`src/hw/armCtrlPkg.sv`:
```
package armCtrlPkg;

  // Stored and ALU flags share this order
  typedef struct packed {
    logic n;
    logic z;
    logic c;
    logic v;
  } flagsT;

  typedef enum logic [1:0] {
    ALU_ADD = 2'b00,
    ALU_SUB = 2'b01,
    ALU_AND = 2'b10,
    ALU_ORR = 2'b11
  } aluCtrlE;

  typedef enum logic [3:0] {
    EQ, NE, CS, CC, MI, PL, VS, VC,
    HI, LS, GE, LT, GT, LE, AL, NV
  } condE;

  // Instruction bits 24..21
  typedef enum logic [3:0] {
    FN_AND = 4'b0000,
    FN_SUB = 4'b0010,
    FN_ADD = 4'b0100,
    FN_ORR = 4'b1100
  } dpFuncE;

  typedef struct packed {
    logic nz;                        // N and Z update
    logic cv;                        // C and V update
  } flagWriteT;

  typedef struct packed {
    logic [1:0] regSrc;
    logic [1:0] immSrc;
  } decodeOutT;

  typedef struct packed {
    flagWriteT flagWrite;
    logic      branch;
    logic      memWrite;
    logic      regWrite;
    logic      pcSrc;
    logic      memtoReg;
    logic      aluSrc;
    aluCtrlE   aluControl;
    condE      cond;
  } execCtrlT;

  typedef struct packed {
    logic    aluSrc;
    aluCtrlE aluControl;
    logic    memtoReg;
    logic    branchTaken;
  } execOutT;

  typedef struct packed {
    logic memWrite;
    logic memtoReg;
    logic regWrite;
    logic pcSrc;
  } memCtrlT;

  typedef struct packed {
    logic memtoReg;
    logic regWrite;
    logic pcSrc;
  } wbOutT;

  // regSrc, immSrc, aluSrc, memtoReg, regWrite, memWrite, branch, aluOp
  localparam logic [9:0] CTRL_DP_IMM = 10'b00_00_1_0_1_0_0_1;
  localparam logic [9:0] CTRL_DP_REG = 10'b00_00_0_0_1_0_0_1;
  localparam logic [9:0] CTRL_LDR    = 10'b00_01_1_1_1_0_0_0;
  localparam logic [9:0] CTRL_STR    = 10'b10_01_1_1_0_1_0_0;
  localparam logic [9:0] CTRL_BR     = 10'b01_10_1_0_0_0_1_0;
  localparam logic [9:0] CTRL_NOP    = 10'b00_00_0_0_0_0_0_0;

  localparam logic [3:0] PC_REG = 4'd15;

  // Bubble loaded into execute on a flush
  localparam execCtrlT EXEC_FLUSH = '{
    flagWrite:  '{nz: 1'b0, cv: 1'b0},
    branch:     1'b0,
    memWrite:   1'b0,
    regWrite:   1'b0,
    pcSrc:      1'b0,
    memtoReg:   1'b0,
    aluSrc:     1'b0,
    aluControl: ALU_ADD,
    cond:       AL
  };

endpackage

```
`src/hw/ctrlDecode.sv`:
```
`timescale 1ns/10ps

module ctrlDecode
  import armCtrlPkg::*;
(
  input  logic [31:12] instrD,
  output decodeOutT    decOut,
  output execCtrlT     ctrlD,
  output logic         pcSrcD
);

  logic [9:0] controls;
  logic [1:0] regSrc;
  logic [1:0] immSrc;
  logic       aluSrc;
  logic       memtoReg;
  logic       regWriteRaw;
  logic       regWrite;
  logic       memWrite;
  logic       branch;
  logic       aluOp;
  logic       funcKnown;
  logic [3:0] rd;
  dpFuncE     func;
  aluCtrlE    aluControl;
  flagWriteT  flagWrite;

  assign func = dpFuncE'(instrD[24:21]);
  assign rd   = instrD[15:12];

  // Main decoder
  always_comb begin
    case (instrD[27:26])
      2'b00:   controls = instrD[25] ? CTRL_DP_IMM : CTRL_DP_REG;
      2'b01:   controls = instrD[20] ? CTRL_LDR : CTRL_STR;   // L bit picks load
      2'b10:   controls = CTRL_BR;
      default: controls = CTRL_NOP;                           // Op 11 does nothing
    endcase
  end

  assign {regSrc, immSrc, aluSrc, memtoReg, regWriteRaw, memWrite, branch, aluOp} = controls;

  // ALU decoder
  always_comb begin
    aluControl = ALU_ADD;                    // Address add for memory and branch
    funcKnown  = 1'b1;
    flagWrite  = '{nz: 1'b0, cv: 1'b0};
    if (aluOp) begin
      case (func)
        FN_ADD:  aluControl = ALU_ADD;
        FN_SUB:  aluControl = ALU_SUB;
        FN_AND:  aluControl = ALU_AND;
        FN_ORR:  aluControl = ALU_ORR;
        default: funcKnown  = 1'b0;
      endcase
      flagWrite.nz = instrD[20] & funcKnown;                       // S bit
      flagWrite.cv = instrD[20] & ((func == FN_ADD) | (func == FN_SUB));
    end
  end

  assign regWrite = regWriteRaw & funcKnown;
  assign pcSrcD   = (regWrite & (rd == PC_REG)) | branch;

  assign decOut = '{regSrc: regSrc, immSrc: immSrc};

  assign ctrlD = '{
    flagWrite:  flagWrite,
    branch:     branch,
    memWrite:   memWrite,
    regWrite:   regWrite,
    pcSrc:      pcSrcD,
    memtoReg:   memtoReg,
    aluSrc:     aluSrc,
    aluControl: aluControl,
    cond:       condE'(instrD[31:28])
  };

endmodule

```
`src/hw/condCheck.sv`:
```
`timescale 1ns/10ps

module condCheck
  import armCtrlPkg::*;
(
  input  condE      cond,
  input  flagsT     flags,
  input  flagsT     aluFlags,
  input  flagWriteT flagWrite,
  output logic      condEx,
  output flagsT     flagsNext
);

  logic ge;
  logic hi;

  assign ge = (flags.n == flags.v);
  assign hi = flags.c & ~flags.z;

  always_comb begin
    case (cond)
      EQ:      condEx = flags.z;
      NE:      condEx = ~flags.z;
      CS:      condEx = flags.c;
      CC:      condEx = ~flags.c;
      MI:      condEx = flags.n;
      PL:      condEx = ~flags.n;
      VS:      condEx = flags.v;
      VC:      condEx = ~flags.v;
      HI:      condEx = hi;                  // Unsigned higher
      LS:      condEx = ~hi;
      GE:      condEx = ge;
      LT:      condEx = ~ge;
      GT:      condEx = ~flags.z & ge;
      LE:      condEx = ~(~flags.z & ge);
      AL:      condEx = 1'b1;
      default: condEx = 1'b0;                // NV never runs
    endcase
  end

  // A skipped instruction leaves the flags alone
  always_comb begin
    flagsNext = flags;
    if (flagWrite.nz && condEx) begin
      flagsNext.n = aluFlags.n;
      flagsNext.z = aluFlags.z;
    end
    if (flagWrite.cv && condEx) begin
      flagsNext.c = aluFlags.c;
      flagsNext.v = aluFlags.v;
    end
  end

endmodule

```
`src/hw/ctrlExecute.sv`:
```
`timescale 1ns/10ps

module ctrlExecute
  import armCtrlPkg::*;
(
  input  logic     clk,
  input  logic     rstN,
  input  logic     flushE,
  input  execCtrlT ctrlD,
  input  flagsT    aluFlagsE,
  output execOutT  exeOut,
  output memCtrlT  ctrlGatedE,
  output logic     pcSrcE
);

  execCtrlT ctrlE;
  flagsT    flagsE;
  flagsT    flagsNextE;
  logic     condExE;

  // Execute register including the condition field
  always_ff @(posedge clk) begin
    if (!rstN) begin
      ctrlE <= '0;
    end else if (flushE) begin
      ctrlE <= EXEC_FLUSH;                   // Bubble
    end else begin
      ctrlE <= ctrlD;
    end
  end

  // Architectural NZCV
  always_ff @(posedge clk) begin
    if (!rstN) begin
      flagsE <= '0;
    end else begin
      flagsE <= flagsNextE;
    end
  end

  condCheck u_condCheck (
    .cond      (ctrlE.cond),
    .flags     (flagsE),
    .aluFlags  (aluFlagsE),
    .flagWrite (ctrlE.flagWrite),
    .condEx    (condExE),
    .flagsNext (flagsNextE)
  );

  assign exeOut = '{
    aluSrc:      ctrlE.aluSrc,
    aluControl:  ctrlE.aluControl,
    memtoReg:    ctrlE.memtoReg,
    branchTaken: ctrlE.branch & condExE
  };

  assign ctrlGatedE = '{
    memWrite: ctrlE.memWrite & condExE,
    memtoReg: ctrlE.memtoReg,                // Harmless without regWrite
    regWrite: ctrlE.regWrite & condExE,
    pcSrc:    ctrlE.pcSrc & condExE
  };

  assign pcSrcE = ctrlE.pcSrc;               // Ungated, for hazard prediction

endmodule

```
`src/hw/ctrlResult.sv`:
```
`timescale 1ns/10ps

module ctrlResult
  import armCtrlPkg::*;
(
  input  logic    clk,
  input  logic    rstN,
  input  memCtrlT ctrlGatedE,
  input  logic    pcSrcD,
  input  logic    pcSrcE,
  output memCtrlT memOut,
  output wbOutT   wbOut,
  output logic    pcWrPendingF
);

  // Memory stage
  always_ff @(posedge clk) begin
    if (!rstN) begin
      memOut <= '0;
    end else begin
      memOut <= ctrlGatedE;
    end
  end

  // Writeback stage drops the store enable
  always_ff @(posedge clk) begin
    if (!rstN) begin
      wbOut <= '0;
    end else begin
      wbOut <= '{
        memtoReg: memOut.memtoReg,
        regWrite: memOut.regWrite,
        pcSrc:    memOut.pcSrc
      };
    end
  end

  // Any older PC write stalls fetch
  assign pcWrPendingF = pcSrcD | pcSrcE | memOut.pcSrc;

endmodule

```
`src/hw/pipeController.sv`:
```
`timescale 1ns/10ps

module pipeController
  import armCtrlPkg::*;
(
  input  logic         clk,
  input  logic         rstN,
  input  logic [31:12] instrD,
  input  flagsT        aluFlagsE,
  input  logic         flushE,       // From hazard unit
  output decodeOutT    decOut,
  output execOutT      exeOut,
  output memCtrlT      memOut,
  output wbOutT        wbOut,
  output logic         pcWrPendingF
);

  execCtrlT ctrlD;
  memCtrlT  ctrlGatedE;
  logic     pcSrcD;
  logic     pcSrcE;

  ctrlDecode u_decode (
    .instrD (instrD),
    .decOut (decOut),
    .ctrlD  (ctrlD),
    .pcSrcD (pcSrcD)
  );

  ctrlExecute u_execute (
    .clk        (clk),
    .rstN       (rstN),
    .flushE     (flushE),
    .ctrlD      (ctrlD),
    .aluFlagsE  (aluFlagsE),
    .exeOut     (exeOut),
    .ctrlGatedE (ctrlGatedE),
    .pcSrcE     (pcSrcE)
  );

  ctrlResult u_result (
    .clk          (clk),
    .rstN         (rstN),
    .ctrlGatedE   (ctrlGatedE),
    .pcSrcD       (pcSrcD),
    .pcSrcE       (pcSrcE),
    .memOut       (memOut),
    .wbOut        (wbOut),
    .pcWrPendingF (pcWrPendingF)
  );

endmodule

```
`config.mk`:
```
export PLATFORM = sky130hd
export DESIGN_NAME = pipeController
export DESIGN_NICKNAME = d
export VERILOG_FILES = /design/src/hw/armCtrlPkg.sv /design/src/hw/ctrlDecode.sv /design/src/hw/condCheck.sv /design/src/hw/ctrlExecute.sv /design/src/hw/ctrlResult.sv /design/src/hw/pipeController.sv
export SDC_FILE = /design/constraint.sdc
export NUM_CORES = 1
export LEC_CHECK = 0
export BUFFER_PORTS_ARGS = -buffer_cell sky130_fd_sc_hd__clkbuf_2
export CAP_MARGIN = 20
export CORE_ASPECT_RATIO = 1.2
export CORE_MARGIN = 2
export CORE_UTILIZATION = 40
export CTS_CLUSTER_DIAMETER = 100
export DETAILED_ROUTE_END_ITERATION = 6
export PLACE_DENSITY = 0.66
export SYNTH_ARGS = -nofsm -noshare
export SYNTH_HDL_FRONTEND = slang
export SYNTH_SLANG_ARGS = --single-unit
```
`constraint.sdc`:
```
create_clock -name clk -period 5.4 [get_ports clk]
set_clock_uncertainty 0.2 [all_clocks]
set_input_delay 1.08 -clock clk [delete_from_list [all_inputs] [get_ports clk]]
set_output_delay 1.08 -clock clk [all_outputs]
set_load 0.05 [all_outputs]
```
==> run metrics <==
outcome=completed; global-route wire length before repair=3800 µm; Post-synth ARST share=0; Finished Cell Area=about 1400 µm²; DR vias=955; nets@finish=~190; final period utilization=0.681; cts bufs inserted=3; fin. max-slew vios=0; layout cell share with drive strength beyond 1=0.321; Setup TNS=0 ns; sequential share of power=0.596; Die ar.=approximately 3600 µm²; Slew HR=0.739; final core occ=0.471; hold-critical path depth=1; I/O Pins=44; Clock Latency Late Sink=a little over 0.3 ns; f_max=between 200 and 300 MHz; startpoint of the worst hold path=u_execute.ctrlGatedE[2]; PD cells=228 nW/µm²; routed wire length=2200 µm; Setup CP Type=in2out; initial drt markers=13; adder-cell share of the synthesized area=0.0598; critical path, cell by cell=clkbuf_2 > inv_1 > ha_1 > a21oi_1 > a211o_1 > o21ba_2 > nand2_1 > clkbuf_2; crit-path most repeated cell=clkbuf_2; Max Buffers Root-to-Sink=2; cell-internal power=roughly 240 µW; syn_nets=between 150 and 200; library cells used by synthesis=43; CP max FO=4; Setup Viol. Count Final=0; clock share of power=0.253; CTS sink count=25; gr busiest metal=met2; CP max stage delay=slightly below 0.3 ns; Mapped Cells=between 100 and 150; RR Endpoint=u_execute.flagsE[3]; CP Data Arrival Time=around 2.4 ns; CP top delay family=compound AO/OA/AOI/OAI gates; M2 GR Usage=0.244; max_cap viols=0; logic gate share of total power=0.150; met3 Use GR=0.0159; H-tree Lvls=1; Lkg Pwr=0.000629 µW; Synth Warn #=0; Psw=between 80 and 90 µW; number of synthesized flops with an enable pin=0; drt drc=0; GRT Resource Usage Total=0.138; dominant synthesized flop cell=dfxtp_1; largest net degree at the start of global routing=21; TritonCTS clock tree=built; vias in the first global route=950; DR vias/cell=about 4.9; dpl hpwl=between 1500 and 2000 µm; initial antenna violation count=0; switching share of power=0.274; main combinational cell family by area after synthesis=simple AND/OR/NAND/NOR gates; RSZ-0062 raised after global routing=false; cts hold-fix bufs=0; CTS Root Cell=clkbuf_4; R2R Setup Slk=about 3.3 ns; IO buf count=39; reg2reg start=u_execute.ctrlE[2]; Std-Cell Rows=22; syn avg cell area=~9.7 µm²; Post-Layout Cell Count=195; Max VDD drop=0.000130 V; Ant. Diodes=0; CP startpoint kind=input pin; met1 GRT Util=0.161; post-route minimum period=between 3 and 4 ns; critical path buffer and inverter count=3; Hold Slack=about 0.28 ns; post-route ant nets=0; post-synthesis mux area share=0.0489; Die Span Y=between 60 and 70 µm; Post-Synth XOR/XNOR Area=0.0279; clock transition at the registers of the reported paths=~0.13 ns; PostCTS Resize Cnt=0; Worst setup EP type=primary output; Placement Cell Area=1400 µm²; RD Place Congestion=0.851; placed insts=around 190; TritonRoute pass-1 iters=4; CP required=~4.1 ns; area grow syn2layout=13.7%; simple-gate share of the synthesized area=0.237; Hold Path Sink=u_result.memOut[2]; Hold Crit Class=reg2reg; core area=approximately 3000 µm²; Worst-Margin Slew=0.391 ns; Setup Fix Bufs, Post-CTS=0; Compound-Gate Fraction of Synth Area=0.134; final hold vios=0; Yosys reg bits=25; cell area after synthesis=between 1000 and 1500 µm²; GRT overflow=0; worst reg2reg path depth=5; DIE WIDTH=55.1 µm; Initial Utilization=0.414; average wire per standard cell=about 11 µm; crit path max-delay cell type=a211o_1; sequential share of the synthesized area=0.399
==> layout by cell type, fill, tap and decap left out, drive strengths merged, types with 2 or more instances in the layout <==
master / instances
clkbuf: 42
dfxtp: 25
nand2: 10
and2: 9
nor2: 7
ha: 6
inv: 5
mux2i: 5
nor2b: 3
nand2b: 3
a21oi: 3
a31oi: 3
o21a: 3
and3: 3
xnor2: 2
xor2: 2
nor4b: 2
nand3: 2
nor3: 2
a2111oi: 2
==> metrics by stage <==
step	power [µW]	setup WS [ns]
floorplan	234	1.91
global placement	245	1.75
detailed placement	247	1.72
CTS	330	1.71
global route	343	1.62
finish	325	1.72
==> flip-flops by register name (all words and copies together), names as in the netlist <==
signal                flops
u_execute.exeOut          3
u_result.wbOut            3
u_result.memOut           4
u_execute.pcSrcE          1
u_execute.flagsE          4
u_execute.ctrlGatedE      1
u_execute.ctrlE           9
==> routing by layer <==
metal | part of all wire | wire length [µm]
met1 | 0.40 | 880
met2 | 0.52 | 1150
met3 | 0.063 | 138
met4 | 0.016 | 35
met5 | 0 | 0
==> kinds of logic after synthesis <==
| family | count (synthesis) |
|---|---|
| mux | 6 |
| flops | 25 |
| compound gates | 20 |
| simple gates | 50 |
| xor+xnor | 4 |
| fa+ha+maj | 6 |
| buf+inv | 19 |
==> cells in the mapped netlist, types with 2 or more instances <==
library cell / n / area [µm²]
buf_4: 10 / 75.1
mux2i_1: 5 / 50.1
ha_1: 6 / 75.1
nand2b_1: 3 / 18.8
nor2b_1: 3 / 18.8
a21oi_1: 3 / 15.0
nand3_1: 2 / 10.0
nand2_1: 10 / 37.5
and3_1: 3 / 18.8
nor2_1: 7 / 26.3
a31oi_1: 3 / 18.8
xnor2_1: 2 / 17.5
inv_1: 5 / 18.8
clkbuf_1: 2 / 7.51
dfxtp_1: 25 / 500
nor3_1: 2 / 10.0
and2_1: 9 / 56.3
xor2_1: 2 / 17.5
o21a_1: 3 / 22.5
nor4b_1: 2 / 17.5
==> power groups by stage <==
stage	sequential, µW	combinational [µW]	clock (µW)
6_report	194	48.8	82.2
5_1_grt	195	53.7	94.3
4_1_cts	194	49.4	87.3
3_5_place_dp	198	49.3	0
3_3_place_gp	197	47.8	0
2_1_floorplan	195	39.7	0
==> worst register-to-register path: stages (launching register included) <==
cell	delay, ns
dfxtp_1	0.58
or3b_1	0.38
a21boi_0	0.19
o221ai_1	0.19
a31oi_1	0.33
mux2i_1	0.22
==> layout make-up <==
class	instances	area [µm²]
Multi-Input combinational cell	86	637
Sequential cell	25	500
Fill cell	321	1600
Inverter	5	18.8
Clock buffer	3	22.5
Tap cell	36	45.0
Clock inverter	1	7.51
Timing Repair Buffer	39	195
==> how the worst max path moves through the flow <==
stage                                   from            to  slack, ns  cells past startpoint
after detailed placement          instrD[27]  pcWrPendingF       1.72                      8
after global routing      u_execute.ctrlE[2]     exeOut[0]       1.62                      6
after CTS                         instrD[27]  pcWrPendingF       1.71                      8
after global placement            instrD[23]  pcWrPendingF       1.75                      7
after floorplan                   instrD[27]  pcWrPendingF       1.91                      6
final                             instrD[27]  pcWrPendingF       1.72                      8
Power figures use the tool's default switching activity.
